File: config.mk
export PLATFORM = sky130hd
export DESIGN_NAME = soc_bus_top
export DESIGN_NICKNAME = d
export VERILOG_FILES = /design/src/common/bus_pkg.sv /design/src/hw/bus_arbiter.sv /design/src/hw/device_port.sv /design/src/hw/serial_regs.sv /design/src/hw/soc_bus_top.sv
export SDC_FILE = /design/constraint.sdc
export NUM_CORES = 1
export LEC_CHECK = 0
export ABC_AREA = 1
export BUFFER_PORTS_ARGS = -buffer_cell sky130_fd_sc_hd__buf_4
export CORE_AREA = 5 5 165 167
export CTS_CLUSTER_DIAMETER = 60
export DETAILED_ROUTE_END_ITERATION = 10
export DIE_AREA = 0 0 170 172
export PLACE_DENSITY = 0.59
export SLEW_MARGIN = 10
export SYNTH_ARGS = -nofsm -noshare
export SYNTH_HDL_FRONTEND = slang
export SYNTH_HIERARCHICAL = 1
export SYNTH_SLANG_ARGS = --single-unit
File: constraint.sdc
create_clock -name clk_in -period 3.4 [get_ports clk_in]
set_clock_uncertainty 0.1 [all_clocks]
set_input_delay 0.68 -clock clk_in [delete_from_list [all_inputs] [get_ports clk_in]]
set_output_delay 0.68 -clock clk_in [all_outputs]
set_load 0.05 [all_outputs]
File: src/common/bus_pkg.sv
package bus_pkg;

    // cpu side bus widths
    localparam int ADDR_W = 32;
    localparam int DATA_W = 32;
    localparam int SEL_W  = DATA_W / 8;

    // board side address widths
    localparam int SRAM_ADDR_W  = 20;
    localparam int FLASH_ADDR_W = 23;
    localparam int ROM_ADDR_W   = 12;

    // region field sits at address bits 29:28
    localparam int REGION_LSB = 28;

    localparam logic [1:0] REGION_SRAM   = 2'd0;
    localparam logic [1:0] REGION_FLASH  = 2'd1;
    localparam logic [1:0] REGION_SERIAL = 2'd2;
    localparam logic [1:0] REGION_ROM    = 2'd3;

    // serial register byte offsets
    localparam logic [3:0] SERIAL_STAT_OFS = 4'hc;
    localparam logic [3:0] SERIAL_DATA_OFS = 4'h8;

    // request source tag carried down the pipeline
    localparam logic SRC_FETCH = 1'b0;
    localparam logic SRC_DATA  = 1'b1;

    // word addressed sram view, bit 22 picks the extension bank
    typedef struct packed {
        logic [ADDR_W-SRAM_ADDR_W-4:0] upper;
        logic                          bank;
        logic [SRAM_ADDR_W-1:0]        word;
        logic [1:0]                    byte_ofs;
    } sram_view_t;

    // halfword addressed flash view
    typedef struct packed {
        logic [ADDR_W-FLASH_ADDR_W-2:0] upper;
        logic [FLASH_ADDR_W-1:0]        half;
        logic                           byte_ofs;
    } flash_view_t;

    // registered request address
    // rom word and serial offset come out of the sram view
    typedef union packed {
        sram_view_t          sram;
        flash_view_t         flash;
        logic [ADDR_W-1:0]   raw;
    } bus_addr_u;

endpackage

File: src/hw/bus_arbiter.sv
`timescale 1ns/1ns

module bus_arbiter (
    input  logic                         clk_in,
    input  logic                         rst_n_i,
    // data memory port
    input  logic                         mem_req_i,
    input  logic                         mem_we_i,
    input  logic [bus_pkg::ADDR_W-1:0]   mem_addr_i,
    input  logic [bus_pkg::SEL_W-1:0]    mem_sel_i,
    input  logic [bus_pkg::DATA_W-1:0]   mem_wdata_i,
    // instruction fetch port
    input  logic                         if_req_i,
    input  logic [bus_pkg::ADDR_W-1:0]   if_addr_i,
    output logic                         if_stall_o,
    // stage 1 request register
    output logic                         req_valid_o,
    output logic                         req_src_o,
    output logic                         req_we_o,
    output logic [bus_pkg::SEL_W-1:0]    req_sel_o,
    output logic [bus_pkg::DATA_W-1:0]   req_wdata_o,
    output logic [1:0]                   req_region_o,
    output bus_pkg::bus_addr_u           req_addr_o
);

    import bus_pkg::*;

    logic                 pick_data;
    logic [ADDR_W-1:0]    pick_addr;
    logic [1:0]           pick_region;
    logic [SEL_W-1:0]     pick_sel;

    // data port always wins
    assign pick_data  = mem_req_i;
    assign if_stall_o = mem_req_i & if_req_i;

    assign pick_addr   = pick_data ? mem_addr_i : if_addr_i;
    assign pick_region = pick_addr[REGION_LSB+1:REGION_LSB];

    // a fetch is always a full word read
    assign pick_sel = pick_data ? mem_sel_i : {SEL_W{1'b1}};

    always_ff @(posedge clk_in or negedge rst_n_i) begin
        if (!rst_n_i) begin
            req_valid_o <= 1'b0;
            req_src_o   <= SRC_FETCH;
            req_we_o    <= 1'b0;
        end else begin
            req_valid_o <= mem_req_i | if_req_i;
            req_src_o   <= pick_data ? SRC_DATA : SRC_FETCH;
            req_we_o    <= pick_data & mem_we_i;
        end
    end

    always_ff @(posedge clk_in) begin
        req_sel_o      <= pick_sel;
        req_wdata_o    <= mem_wdata_i;
        req_region_o   <= pick_region;
        req_addr_o.raw <= pick_addr;
    end

endmodule

File: src/hw/device_port.sv
`timescale 1ns/1ns

module device_port (
    input  logic                              clk_in,
    input  logic                              rst_n_i,
    // stage 1 request
    input  logic                              req_valid_i,
    input  logic                              req_src_i,
    input  logic                              req_we_i,
    input  logic [bus_pkg::SEL_W-1:0]         req_sel_i,
    input  logic [bus_pkg::DATA_W-1:0]        req_wdata_i,
    input  logic [1:0]                        req_region_i,
    input  bus_pkg::bus_addr_u                req_addr_i,
    // read data sources
    input  logic [bus_pkg::DATA_W-1:0]        base_ram_data_i,
    input  logic [bus_pkg::DATA_W-1:0]        ext_ram_data_i,
    input  logic [15:0]                       flash_data_i,
    input  logic [bus_pkg::DATA_W-1:0]        rom_data_i,
    input  logic [bus_pkg::DATA_W-1:0]        serial_rdata_i,
    // sram pins
    output logic [bus_pkg::SRAM_ADDR_W-1:0]   base_ram_addr_o,
    output logic [bus_pkg::SEL_W-1:0]         base_ram_be_n_o,
    output logic                              base_ram_ce_n_o,
    output logic                              base_ram_oe_n_o,
    output logic                              base_ram_we_n_o,
    output logic [bus_pkg::SRAM_ADDR_W-1:0]   ext_ram_addr_o,
    output logic [bus_pkg::SEL_W-1:0]         ext_ram_be_n_o,
    output logic                              ext_ram_ce_n_o,
    output logic                              ext_ram_oe_n_o,
    output logic                              ext_ram_we_n_o,
    output logic [bus_pkg::DATA_W-1:0]        ram_wdata_o,
    output logic                              ram_data_oe_o,
    // flash pins
    output logic [bus_pkg::FLASH_ADDR_W-1:0]  flash_a_o,
    output logic                              flash_ce_n_o,
    output logic                              flash_oe_n_o,
    output logic                              flash_we_n_o,
    // boot rom
    output logic [bus_pkg::ROM_ADDR_W-1:0]    rom_addr_o,
    output logic                              rom_ce_o,
    // cpu responses
    output logic [bus_pkg::DATA_W-1:0]        mem_rdata_o,
    output logic                              mem_ack_o,
    output logic [bus_pkg::DATA_W-1:0]        if_rdata_o,
    output logic                              if_ack_o
);

    import bus_pkg::*;

    logic                 sram_sel;
    logic                 base_sel;
    logic                 ext_sel;
    logic                 flash_sel;
    logic                 rom_sel;
    logic [DATA_W-1:0]    rd_word;

    // stage 2 device select
    assign sram_sel  = req_valid_i && (req_region_i == REGION_SRAM);
    assign base_sel  = sram_sel && !req_addr_i.sram.bank;
    assign ext_sel   = sram_sel && req_addr_i.sram.bank;
    // flash and rom writes never reach the pins
    assign flash_sel = req_valid_i && (req_region_i == REGION_FLASH) && !req_we_i;
    assign rom_sel   = req_valid_i && (req_region_i == REGION_ROM) && !req_we_i;

    assign base_ram_addr_o = req_addr_i.sram.word;
    assign base_ram_be_n_o = ~req_sel_i;
    assign base_ram_ce_n_o = ~base_sel;
    assign base_ram_oe_n_o = ~(base_sel && !req_we_i);
    assign base_ram_we_n_o = ~(base_sel && req_we_i);

    assign ext_ram_addr_o = req_addr_i.sram.word;
    assign ext_ram_be_n_o = ~req_sel_i;
    assign ext_ram_ce_n_o = ~ext_sel;
    assign ext_ram_oe_n_o = ~(ext_sel && !req_we_i);
    assign ext_ram_we_n_o = ~(ext_sel && req_we_i);

    // both banks share one write data bus
    assign ram_wdata_o   = req_wdata_i;
    assign ram_data_oe_o = sram_sel && req_we_i;

    assign flash_a_o    = req_addr_i.flash.half;
    assign flash_ce_n_o = ~flash_sel;
    assign flash_oe_n_o = ~flash_sel;
    assign flash_we_n_o = 1'b1;

    assign rom_addr_o = req_addr_i.sram.word[ROM_ADDR_W-1:0];
    assign rom_ce_o   = rom_sel;

    always_comb begin
        rd_word = '0;
        if (!req_we_i) begin
            case (req_region_i)
                REGION_SRAM:   rd_word = req_addr_i.sram.bank ? ext_ram_data_i : base_ram_data_i;
                REGION_FLASH:  rd_word = {16'b0, flash_data_i};
                // fetches see zero from the serial block
                REGION_SERIAL: rd_word = (req_src_i == SRC_DATA) ? serial_rdata_i : '0;
                default:       rd_word = rom_data_i;
            endcase
        end
    end

    // stage 3 response, ack goes to the source port only
    always_ff @(posedge clk_in or negedge rst_n_i) begin
        if (!rst_n_i) begin
            mem_ack_o <= 1'b0;
            if_ack_o  <= 1'b0;
        end else begin
            mem_ack_o <= req_valid_i && (req_src_i == SRC_DATA);
            if_ack_o  <= req_valid_i && (req_src_i == SRC_FETCH);
        end
    end

    always_ff @(posedge clk_in) begin
        if (req_valid_i && (req_src_i == SRC_DATA)) begin
            mem_rdata_o <= rd_word;
        end
        if (req_valid_i && (req_src_i == SRC_FETCH)) begin
            if_rdata_o <= rd_word;
        end
    end

endmodule

File: src/hw/serial_regs.sv
`timescale 1ns/1ns

module serial_regs (
    input  logic                         clk_in,
    input  logic                         rst_n_i,
    input  logic                         req_valid_i,
    input  logic                         req_src_i,
    input  logic                         req_we_i,
    input  logic [1:0]                   req_region_i,
    input  bus_pkg::bus_addr_u           req_addr_i,
    input  logic [bus_pkg::DATA_W-1:0]   req_wdata_i,
    input  logic                         rx_valid_i,
    input  logic [7:0]                   rx_data_i,
    input  logic                         tx_busy_i,
    output logic [bus_pkg::DATA_W-1:0]   serial_rdata_o,
    output logic [7:0]                   tx_data_o,
    output logic                         tx_start_o,
    output logic                         rx_irq_o
);

    import bus_pkg::*;

    logic [3:0]    reg_ofs;
    logic          stat_hit;
    logic          data_hit;
    logic          rd_clear;
    logic          tx_go;
    logic          pending;
    logic [7:0]    rx_byte;

    assign reg_ofs  = {req_addr_i.sram.word[1:0], req_addr_i.sram.byte_ofs};
    assign stat_hit = req_valid_i && (req_region_i == REGION_SERIAL)
                      && (reg_ofs == SERIAL_STAT_OFS);
    assign data_hit = req_valid_i && (req_region_i == REGION_SERIAL)
                      && (reg_ofs == SERIAL_DATA_OFS);

    // only the data port may consume a byte or start a transmit
    assign rd_clear = data_hit && !req_we_i && (req_src_i == SRC_DATA);
    // busy writes are simply lost
    assign tx_go    = data_hit && req_we_i && (req_src_i == SRC_DATA) && !tx_busy_i;

    always_comb begin
        serial_rdata_o = '0;
        if (stat_hit) begin
            serial_rdata_o = {{(DATA_W-2){1'b0}}, pending, ~tx_busy_i};
        end else if (data_hit) begin
            serial_rdata_o = {{(DATA_W-8){1'b0}}, rx_byte};
        end
    end

    always_ff @(posedge clk_in or negedge rst_n_i) begin
        if (!rst_n_i) begin
            pending    <= 1'b0;
            tx_start_o <= 1'b0;
        end else begin
            tx_start_o <= tx_go;
            // a new byte wins over a clearing read
            if (rx_valid_i) begin
                pending <= 1'b1;
            end else if (rd_clear) begin
                pending <= 1'b0;
            end
        end
    end

    always_ff @(posedge clk_in) begin
        if (rx_valid_i) begin
            rx_byte <= rx_data_i;
        end
        if (tx_go) begin
            tx_data_o <= req_wdata_i[7:0];
        end
    end

    assign rx_irq_o = pending;

endmodule

File: src/hw/soc_bus_top.sv
`timescale 1ns/1ns

module soc_bus_top (
    input  logic                              clk_in,
    input  logic                              rst_n_i,
    // data memory port
    input  logic                              mem_req_i,
    input  logic                              mem_we_i,
    input  logic [bus_pkg::ADDR_W-1:0]        mem_addr_i,
    input  logic [bus_pkg::SEL_W-1:0]         mem_sel_i,
    input  logic [bus_pkg::DATA_W-1:0]        mem_wdata_i,
    output logic [bus_pkg::DATA_W-1:0]        mem_rdata_o,
    output logic                              mem_ack_o,
    // instruction fetch port
    input  logic                              if_req_i,
    input  logic [bus_pkg::ADDR_W-1:0]        if_addr_i,
    output logic [bus_pkg::DATA_W-1:0]        if_rdata_o,
    output logic                              if_ack_o,
    output logic                              if_stall_o,
    // sram banks
    input  logic [bus_pkg::DATA_W-1:0]        base_ram_data_i,
    output logic [bus_pkg::SRAM_ADDR_W-1:0]   base_ram_addr_o,
    output logic [bus_pkg::SEL_W-1:0]         base_ram_be_n_o,
    output logic                              base_ram_ce_n_o,
    output logic                              base_ram_oe_n_o,
    output logic                              base_ram_we_n_o,
    input  logic [bus_pkg::DATA_W-1:0]        ext_ram_data_i,
    output logic [bus_pkg::SRAM_ADDR_W-1:0]   ext_ram_addr_o,
    output logic [bus_pkg::SEL_W-1:0]         ext_ram_be_n_o,
    output logic                              ext_ram_ce_n_o,
    output logic                              ext_ram_oe_n_o,
    output logic                              ext_ram_we_n_o,
    output logic [bus_pkg::DATA_W-1:0]        ram_wdata_o,
    output logic                              ram_data_oe_o,
    // flash
    input  logic [15:0]                       flash_data_i,
    output logic [bus_pkg::FLASH_ADDR_W-1:0]  flash_a_o,
    output logic                              flash_ce_n_o,
    output logic                              flash_oe_n_o,
    output logic                              flash_we_n_o,
    // boot rom
    input  logic [bus_pkg::DATA_W-1:0]        rom_data_i,
    output logic [bus_pkg::ROM_ADDR_W-1:0]    rom_addr_o,
    output logic                              rom_ce_o,
    // serial port
    input  logic                              rx_valid_i,
    input  logic [7:0]                        rx_data_i,
    input  logic                              tx_busy_i,
    output logic [7:0]                        tx_data_o,
    output logic                              tx_start_o,
    output logic                              rx_irq_o
);

    import bus_pkg::*;

    // stage 1 request fields
    logic                 req_valid;
    logic                 req_src;
    logic                 req_we;
    logic [SEL_W-1:0]     req_sel;
    logic [DATA_W-1:0]    req_wdata;
    logic [1:0]           req_region;
    bus_addr_u            req_addr;
    logic [DATA_W-1:0]    serial_rdata;

    bus_arbiter u_arbiter (
        .clk_in       (clk_in),
        .rst_n_i      (rst_n_i),
        .mem_req_i    (mem_req_i),
        .mem_we_i     (mem_we_i),
        .mem_addr_i   (mem_addr_i),
        .mem_sel_i    (mem_sel_i),
        .mem_wdata_i  (mem_wdata_i),
        .if_req_i     (if_req_i),
        .if_addr_i    (if_addr_i),
        .if_stall_o   (if_stall_o),
        .req_valid_o  (req_valid),
        .req_src_o    (req_src),
        .req_we_o     (req_we),
        .req_sel_o    (req_sel),
        .req_wdata_o  (req_wdata),
        .req_region_o (req_region),
        .req_addr_o   (req_addr)
    );

    device_port u_device (
        .clk_in          (clk_in),
        .rst_n_i         (rst_n_i),
        .req_valid_i     (req_valid),
        .req_src_i       (req_src),
        .req_we_i        (req_we),
        .req_sel_i       (req_sel),
        .req_wdata_i     (req_wdata),
        .req_region_i    (req_region),
        .req_addr_i      (req_addr),
        .base_ram_data_i (base_ram_data_i),
        .ext_ram_data_i  (ext_ram_data_i),
        .flash_data_i    (flash_data_i),
        .rom_data_i      (rom_data_i),
        .serial_rdata_i  (serial_rdata),
        .base_ram_addr_o (base_ram_addr_o),
        .base_ram_be_n_o (base_ram_be_n_o),
        .base_ram_ce_n_o (base_ram_ce_n_o),
        .base_ram_oe_n_o (base_ram_oe_n_o),
        .base_ram_we_n_o (base_ram_we_n_o),
        .ext_ram_addr_o  (ext_ram_addr_o),
        .ext_ram_be_n_o  (ext_ram_be_n_o),
        .ext_ram_ce_n_o  (ext_ram_ce_n_o),
        .ext_ram_oe_n_o  (ext_ram_oe_n_o),
        .ext_ram_we_n_o  (ext_ram_we_n_o),
        .ram_wdata_o     (ram_wdata_o),
        .ram_data_oe_o   (ram_data_oe_o),
        .flash_a_o       (flash_a_o),
        .flash_ce_n_o    (flash_ce_n_o),
        .flash_oe_n_o    (flash_oe_n_o),
        .flash_we_n_o    (flash_we_n_o),
        .rom_addr_o      (rom_addr_o),
        .rom_ce_o        (rom_ce_o),
        .mem_rdata_o     (mem_rdata_o),
        .mem_ack_o       (mem_ack_o),
        .if_rdata_o      (if_rdata_o),
        .if_ack_o        (if_ack_o)
    );

    serial_regs u_serial (
        .clk_in         (clk_in),
        .rst_n_i        (rst_n_i),
        .req_valid_i    (req_valid),
        .req_src_i      (req_src),
        .req_we_i       (req_we),
        .req_region_i   (req_region),
        .req_addr_i     (req_addr),
        .req_wdata_i    (req_wdata),
        .rx_valid_i     (rx_valid_i),
        .rx_data_i      (rx_data_i),
        .tx_busy_i      (tx_busy_i),
        .serial_rdata_o (serial_rdata),
        .tx_data_o      (tx_data_o),
        .tx_start_o     (tx_start_o),
        .rx_irq_o       (rx_irq_o)
    );

endmodule

==> run summary, run 1 <==
During placement, the flow inserted port buffers numbering around 420. The vias per cell is about 4. The relative area change from synthesis to final layout came out at 44.1%.

The pin count of the biggest net entering global routing came out at 37. The worst slew margin relative to its limit is about 50%. After detailed routing, the total wire length is around 24000 um.

The worst setup path is captured at an output port. The worst-case IR drop observed on VDD is ~0.3 mV. The path class of the tightest hold or removal check is in2reg. The clock period minus final worst setup slack came out at roughly 2700 ps.

The total count of hold-check failures in the final report came out at 0. The total power per unit cell area is about 520 mW/mm2. The post-route setup TNS is 0 ps. The residual antenna-violating net count after detailed routing came out at 0. The critical path launch point type is a flop.

The netlist area before placement is between 0.007 and 0.008 mm2. The final global-route overflow total came out at 0. The final HPWL from detailed placement is 18700 um. The area of all placed cells without fillers came out at slightly above 0.01 mm2. The endpoint required time on the critical path is approximately 2600 ps. The count of antenna diodes in the layout is 0.

CTS saw roughly 150 sinks. The worst path arrival time came out at 1950 ps. Walking the worst path, the cells encountered are inv_1 > buf_4 > nand4_1 > buf_4. At the pin with the least slew margin, the transition time is ~750 ps. The count of final max-slew check failures came out at 0.

The most frequent cell on the critical path is buf_4. The last weighted congestion value of the routability-driven placer came out at about 0.77. The detailed router finished its first iteration with roughly 300 violations.

The root buffer cell is clkbuf_16. The cell depth of the worst hold path is 1. In the global route stage, overall resource usage came out at 15.5%. The post-layout net count came out at ~1300. The critical path is of the reg2out type.

The instance area at placement came out at 0.00965 mm2. The first-pass iteration count of the detailed router came out at 4. The final-layout worst hold slack is 252 ps. The number of global-route vias before repair came out at about 6000. Setup repair after global routing left no endpoint under its margin. In this run the static leakage power is approximately 5.3 nW. Synthesis handed over a netlist of roughly 820 instances. For this design, the slowest cell found on the critical path is inv_1. Dividing the final minimum period by the clock period gives 80.2%.

The first global-routing pass estimated ~34000 um of wire. In this run the worst path has a maximum fanout of 18. Of the cells placed in the final design, the portion with a size suffix greater than 1 is approximately 44%. The floorplan has between 50 and 60 rows. TritonCTS built the clock tree.

The placeable core area came out at approximately 0.026 mm2. The total of warnings raised by yosys is 6. The die extent in x came out at approximately 170 um. The buffers inserted during post-CTS setup optimization came out at 0. The worst-case clock buffer depth came out at 2. The floorplan die area came out at 0.0292 mm2. The DRC violation count after routing came out at 0. The number of antenna violations at the first check in global routing came out at 1. The total setup violations reported at the end of the flow came out at 0. The number of buffers created by CTS is 17. The peak per-stage delay on the critical path came out at between 400 and 500 ps.

Clock-pin slew was measured on the worst setup and hold paths at roughly 80 ps. The effective utilization at floorplan is between 20 and 30%. Timing would allow up to between 0.3 and 0.4 GHz. The H-tree level count is 4. The number of top-level pins is 430. The die height is 172 um.

The average wire per standard cell came out at 16.4 um. The via total after detailed routing came out at 5876. The total of max-cap violations is 0.

The run finished with clean final reports. The depth of the worst register-to-register path came out at 4. At the later pin of the worst-skew pair, clock insertion delay measures 420 ps. The synthesized area per cell is between 8 and 9 um2.
-- timing repair --
item,CTS,global route
endpoints found under the hold margin,7,0
hold buffers,1,0
resized for setup,0,0
-- area by class of cell --
| class | instances | area, um2 |
|---|---|---|
| Sequential cell | 149 | 3820 |
| Clock buffer | 17 | 425 |
| Tap cell | 335 | 419 |
| Inverter | 81 | 304 |
| Multi-Input combinational cell | 435 | 1880 |
| Timing Repair Buffer | 430 | 3230 |
| Clock inverter | 15 | 201 |
| Fill cell | 2624 | 15300 |
-- worst max-delay path: cells and delay by family (launching register included) --
| family | cells | cell delay [ps] |
|---|---|---|
| buffers and inverters | 3 | 1030 |
| DFF | 1 | 370 |
| and+or+nand+nor | 1 | 120 |
-- cell usage in the layout (no fill, tap or decap), drive strengths merged --
cell type / n
nand2: 246
clkbuf: 17
nor3: 1
clkinv: 2
edfxtp: 80
nor4: 1
nor2: 34
clkinvlp: 2
o21ai: 25
buf: 429
nand4: 5
dfrtp: 7
a21oi: 32
nand3: 43
dlygate4sd3: 1
or2: 23
dfxtp: 62
bufinv: 2
inv: 90
conb: 25
-- final timing paths --
path                                             endpoint                      from  slack (ps)
worst max-delay path                      base_ram_oe_n_o        u_arbiter/req_we_o         670
worst min-delay path            u_arbiter/req_wdata_o[11]           mem_wdata_i[11]         250
worst max register to register      u_serial/tx_data_o[4]  u_arbiter/req_addr_o[29]        1160
worst min register to register      u_serial/tx_data_o[4]  u_arbiter/req_wdata_o[4]         330
max in group asynchronous              u_device/mem_ack_o                   rst_n_i        2540
min in group asynchronous             u_serial/tx_start_o                   rst_n_i         500
-- metal layers --
layer | share of wire [%] | track usage (%) | up-vias
met2 | 52 | 28.3 | 261
li1 | - | - | 2976
met3 | 8.8 | 4.78 | 11
met5 | 0 | 0 | -
met1 | 38 | 18.0 | 2628
met4 | 0.83 | 3.23 | 0
-- report_power, final --
| group | leakage, nW | switching [mW] | internal, mW |
|---|---|---|---|
| logic | 3.54 | 0.853 | 0.436 |
| registers | 1.43 | 0.0600 | 2.02 |
| clock network | 0.302 | 0.880 | 1.13 |
-- registers in the layout, indices dropped and copies added, names as in the netlist --
register / cells
u_arbiter/req_src_o: 1
u_serial/rx_byte: 8
u_device/mem_rdata_o: 32
u_serial/tx_start_o: 1
u_device/if_ack_o: 1
u_serial/rx_irq_o: 1
u_arbiter/req_we_o: 1
u_arbiter/req_sel_o: 4
u_device/if_rdata_o: 32
u_serial/tx_data_o: 8
u_device/mem_ack_o: 1
u_arbiter/req_addr_o: 26
u_arbiter/req_wdata_o: 32
u_arbiter/req_valid_o: 1
-- through the flow --
stage / std cells / power [mW] / worst slack, ps / util, %
after floorplan: 840 / 3.05 / 322 / -
after global placement: 1429 / 3.42 / 1100 / 37.7
after detailed placement: 1429 / 3.43 / 1060 / 37.7
after CTS: 1462 / 5.47 / 591 / 40.1
after global routing: 1462 / 5.62 / 450 / 40.1
final: 1462 / 5.38 / 673 / 40.1
Note: power is estimated with default switching activity, not from simulation.
==> run 2, diff against run 1 <==
--- a/config.mk
+++ b/config.mk
@@ -5,12 +5,12 @@
 export SDC_FILE = /design/constraint.sdc
 export NUM_CORES = 1
 export LEC_CHECK = 0
-export ABC_AREA = 1
+export ABC_AREA = 0
 export BUFFER_PORTS_ARGS = -buffer_cell sky130_fd_sc_hd__buf_4
-export CORE_AREA = 5 5 165 167
+export CORE_AREA = 5 5 166 168
 export CTS_CLUSTER_DIAMETER = 60
 export DETAILED_ROUTE_END_ITERATION = 10
-export DIE_AREA = 0 0 170 172
+export DIE_AREA = 0 0 171 173
 export PLACE_DENSITY = 0.59
 export SLEW_MARGIN = 10
 export SYNTH_ARGS = -nofsm -noshare
==> constraint.sdc (replaced) <==
create_clock -name clk_in -period 2.2 [get_ports clk_in]
set_clock_uncertainty 0.1 [all_clocks]
set_input_delay 0.44 -clock clk_in [delete_from_list [all_inputs] [get_ports clk_in]]
set_output_delay 0.44 -clock clk_in [all_outputs]
set_load 0.05 [all_outputs]
==> run summary, run 2 <==
The pin count of the biggest net entering global routing is 31 (-16%). The endpoint required time on the critical path is 1660 ps (-960 ps). The path class of the tightest hold or removal check is in2reg. The run finished with clean final reports.

The instance count of the mapped netlist was 563 (-31%). The number of antenna violations at the first check in global routing is 0 (-1). The number of top-level pins was 430 (unchanged).

The total global-route track usage came to 14.7% (-0.79 points). The post-layout net count came to 1132 (-16%). The count of standard-cell rows came out at 59 (unchanged). The DRC violation count after routing is 0 (unchanged). The depth of the worst register-to-register path is 5 (+1). The violation count after the first detailed-routing iteration came out at 306 (+0.99%). The first-pass iteration count of the detailed router came to 4 (unchanged). The number of buffers created by CTS came out at 17 (unchanged). In this run the worst setup path begins at u_arbiter/req_addr_o[28].

Setup repair after global routing could not meet its margin everywhere. The final critical-path share of the clock period is 96.5%. The number of I/O port buffers came out at 416 (unchanged). The worst-case clock buffer depth is 2 (unchanged). The netlist area before placement is 0.00679 mm2 (-4.8%). Timing would allow up to between 0.4 and 0.5 GHz.

The count of antenna diodes in the layout came out at 0 (unchanged). The total of warnings raised by yosys came out at 6 (unchanged). The total count of hold-check failures in the final report is 0 (unchanged). The area taken by multi-input logic gates is 0.00180 mm2 (-4.3%).

By startpoint and endpoint, the worst setup path is classified as reg2out. The die height is 173 um (+0.58%). The largest registers in the layout are u_arbiter/req_wdata_o x32, u_device/if_rdata_o x32, u_device/mem_rdata_o x32. The residual antenna-violating net count after detailed routing is 0 (unchanged).

The largest fanout on the critical path is 24 (+6). The H-tree level count is 4 (unchanged). The wire length of the first global-routing pass came out at 32800 um (-4.4%). The last weighted congestion value of the routability-driven placer was 0.806 (+5.0%). The relative area change from synthesis to final layout came out at 53.6%.

The via total after detailed routing is 5249 (-11%). The leakage power total was 4.77 nW (-9.4%). The final HPWL from detailed placement is 17800 um (-5.0%).

The synthesized area per cell is 12.1 um2 (+38%). The post-route setup TNS is 0 ps (unchanged). The average wire per standard cell came out at 18.5 um (+13%). The clock slew seen by the registers of the worst setup and hold paths came out at 70 ps (about the same).

The setup slack on the worst flop-to-flop path is 160 ps (-1000 ps). The vias per cell came out at 4.19 (+4.2%). The total of max-cap violations came out at 0 (unchanged). The root buffer cell is clkbuf_16. The clock period minus final worst setup slack is between 2000 and 2500 ps. The placeable core area came out at 0.0258 mm2 (+0.58%). The final global-route overflow total is 0 (unchanged).

The worst setup path is captured at an output port. The count of final max-slew check failures was 0 (unchanged). The most common cell after layout, fill and taps aside is buf_4. The final-layout fill cell count came to 2508 (-4.4%).

The total design power was 8.47 mW (+57%). The worst setup path is launched from a flop. In the layout the commonest cells are buf_4, edfxtp_1, dfxtp_1.

The die extent in x is 171 um (+0.59%). The total setup violations reported at the end of the flow came out at 0 (unchanged). The end point of the critical path is flash_oe_n_o.

The number of global-route vias before repair is 5399 (-8.7%). The worst path arrival time was 1580 ps (-370 ps). The CTS tree is yes. The total clock sinks came out at 149 (unchanged).

The ratio of cells with drive above 1 in the final layout is 56.4% (+12 points). The area taken by flip-flops and latches came out at 0.00383 mm2 (+0.20%). The final routed wirelength across all metal layers was 23200 um (-3.1%). In this run the critical register-to-register path is launched from u_arbiter/req_addr_o[2].

The peak supply drop is 0.412 mV (+39%). The effective utilization at floorplan is 26.4% (-1.5 points). The worst register-to-register path ends at u_device/if_rdata_o[3]. The floorplan die area came out at 0.0296 mm2 (+1.2%). The total power per unit cell area is 811 mW/mm2 (+55%). The final-layout worst hold slack is 26.8 ps (-226 ps). The clock latency reported for the late side of the worst-skew pair is 420 ps (about the same).
run 2: cell types whose count changed in the layout (fill, tap and decap cells not counted), moves of 6 or more:
cell and delta:
nand3_1 -26, or2_2 -22, mux2i_1 +27, o311a_1 +16, mux2_4 +8, nand2b_1 +6
dlygate4sd3_1 +31, inv_1 -68, a221oi_1 +6, a21oi_1 -27, nor3_1 +27, mux2_2 +24
o21ai_0 -8, nand2_1 -234
run 2: worst max-delay path: stages (launching register included):
cell and delay, ps:
dfxtp_4 440, buf_8 210, nand4_1 260, buf_6 250
run 2: worst min-delay path by stage:
stage | start | to | slack, ps | depth (start not counted)
after floorplan | rst_n_i | u_arbiter/req_src_o | 40 | 0
after global routing | mem_wdata_i[29] | u_arbiter/req_wdata_o[29] | 1 | 1
after global placement | rst_n_i | u_device/mem_ack_o | 180 | 1
after detailed placement | rst_n_i | u_device/mem_ack_o | 180 | 1
final | mem_wdata_i[29] | u_arbiter/req_wdata_o[29] | 30 | 1
after CTS | mem_wdata_i[29] | u_arbiter/req_wdata_o[29] | 1 | 1
run 2: where the power goes:
group	internal (mW)	switching (mW)
Combinational	0.816	1.36
Clock	1.57	1.47
Sequential	3.15	0.102
run 2: final cells by class:
cell class | instances | share of cell area [%]
clock buffer | 17 | 4.08
clock inverter | 15 | 1.93
multi-input combinational | 254 | 17.3
tap | 335 | 4.02
inverter | 12 | 0.468
sequential | 149 | 36.7
timing repair buffer | 471 | 35.6
run 2: through the flow:
| stage | cell area [um2] | std cells | utilization (%) | worst slack, ps |
|---|---|---|---|---|
| 2_1_floorplan | 6900 | 586 | - | 5.41 |
| 3_3_place_gp | 9390 | 1186 | 36.4 | 233 |
| 3_5_place_dp | 9390 | 1186 | 36.4 | 169 |
| 4_1_cts | 10400 | 1252 | 40.4 | 6.98 |
| 5_1_grt | 10400 | 1253 | 40.5 | -12.9 |
| 6_report | 10400 | 1253 | 40.5 | 76.8 |
run 2: timing repair:
item	CTS	global route
pin swaps	1	1
cloned	1	0
hold buffers	32	0
setup endpoints to repair	5	7
endpoints found under the hold margin	38	0
gates resized for setup	10	5
setup buffers	1	1
run 2: layer usage:
layer  track usage, %  routed length [um]
met1             16.5                8630
met2             26.5               12100
met3             4.47                2030
met4             4.66                 459
met5                0                   0
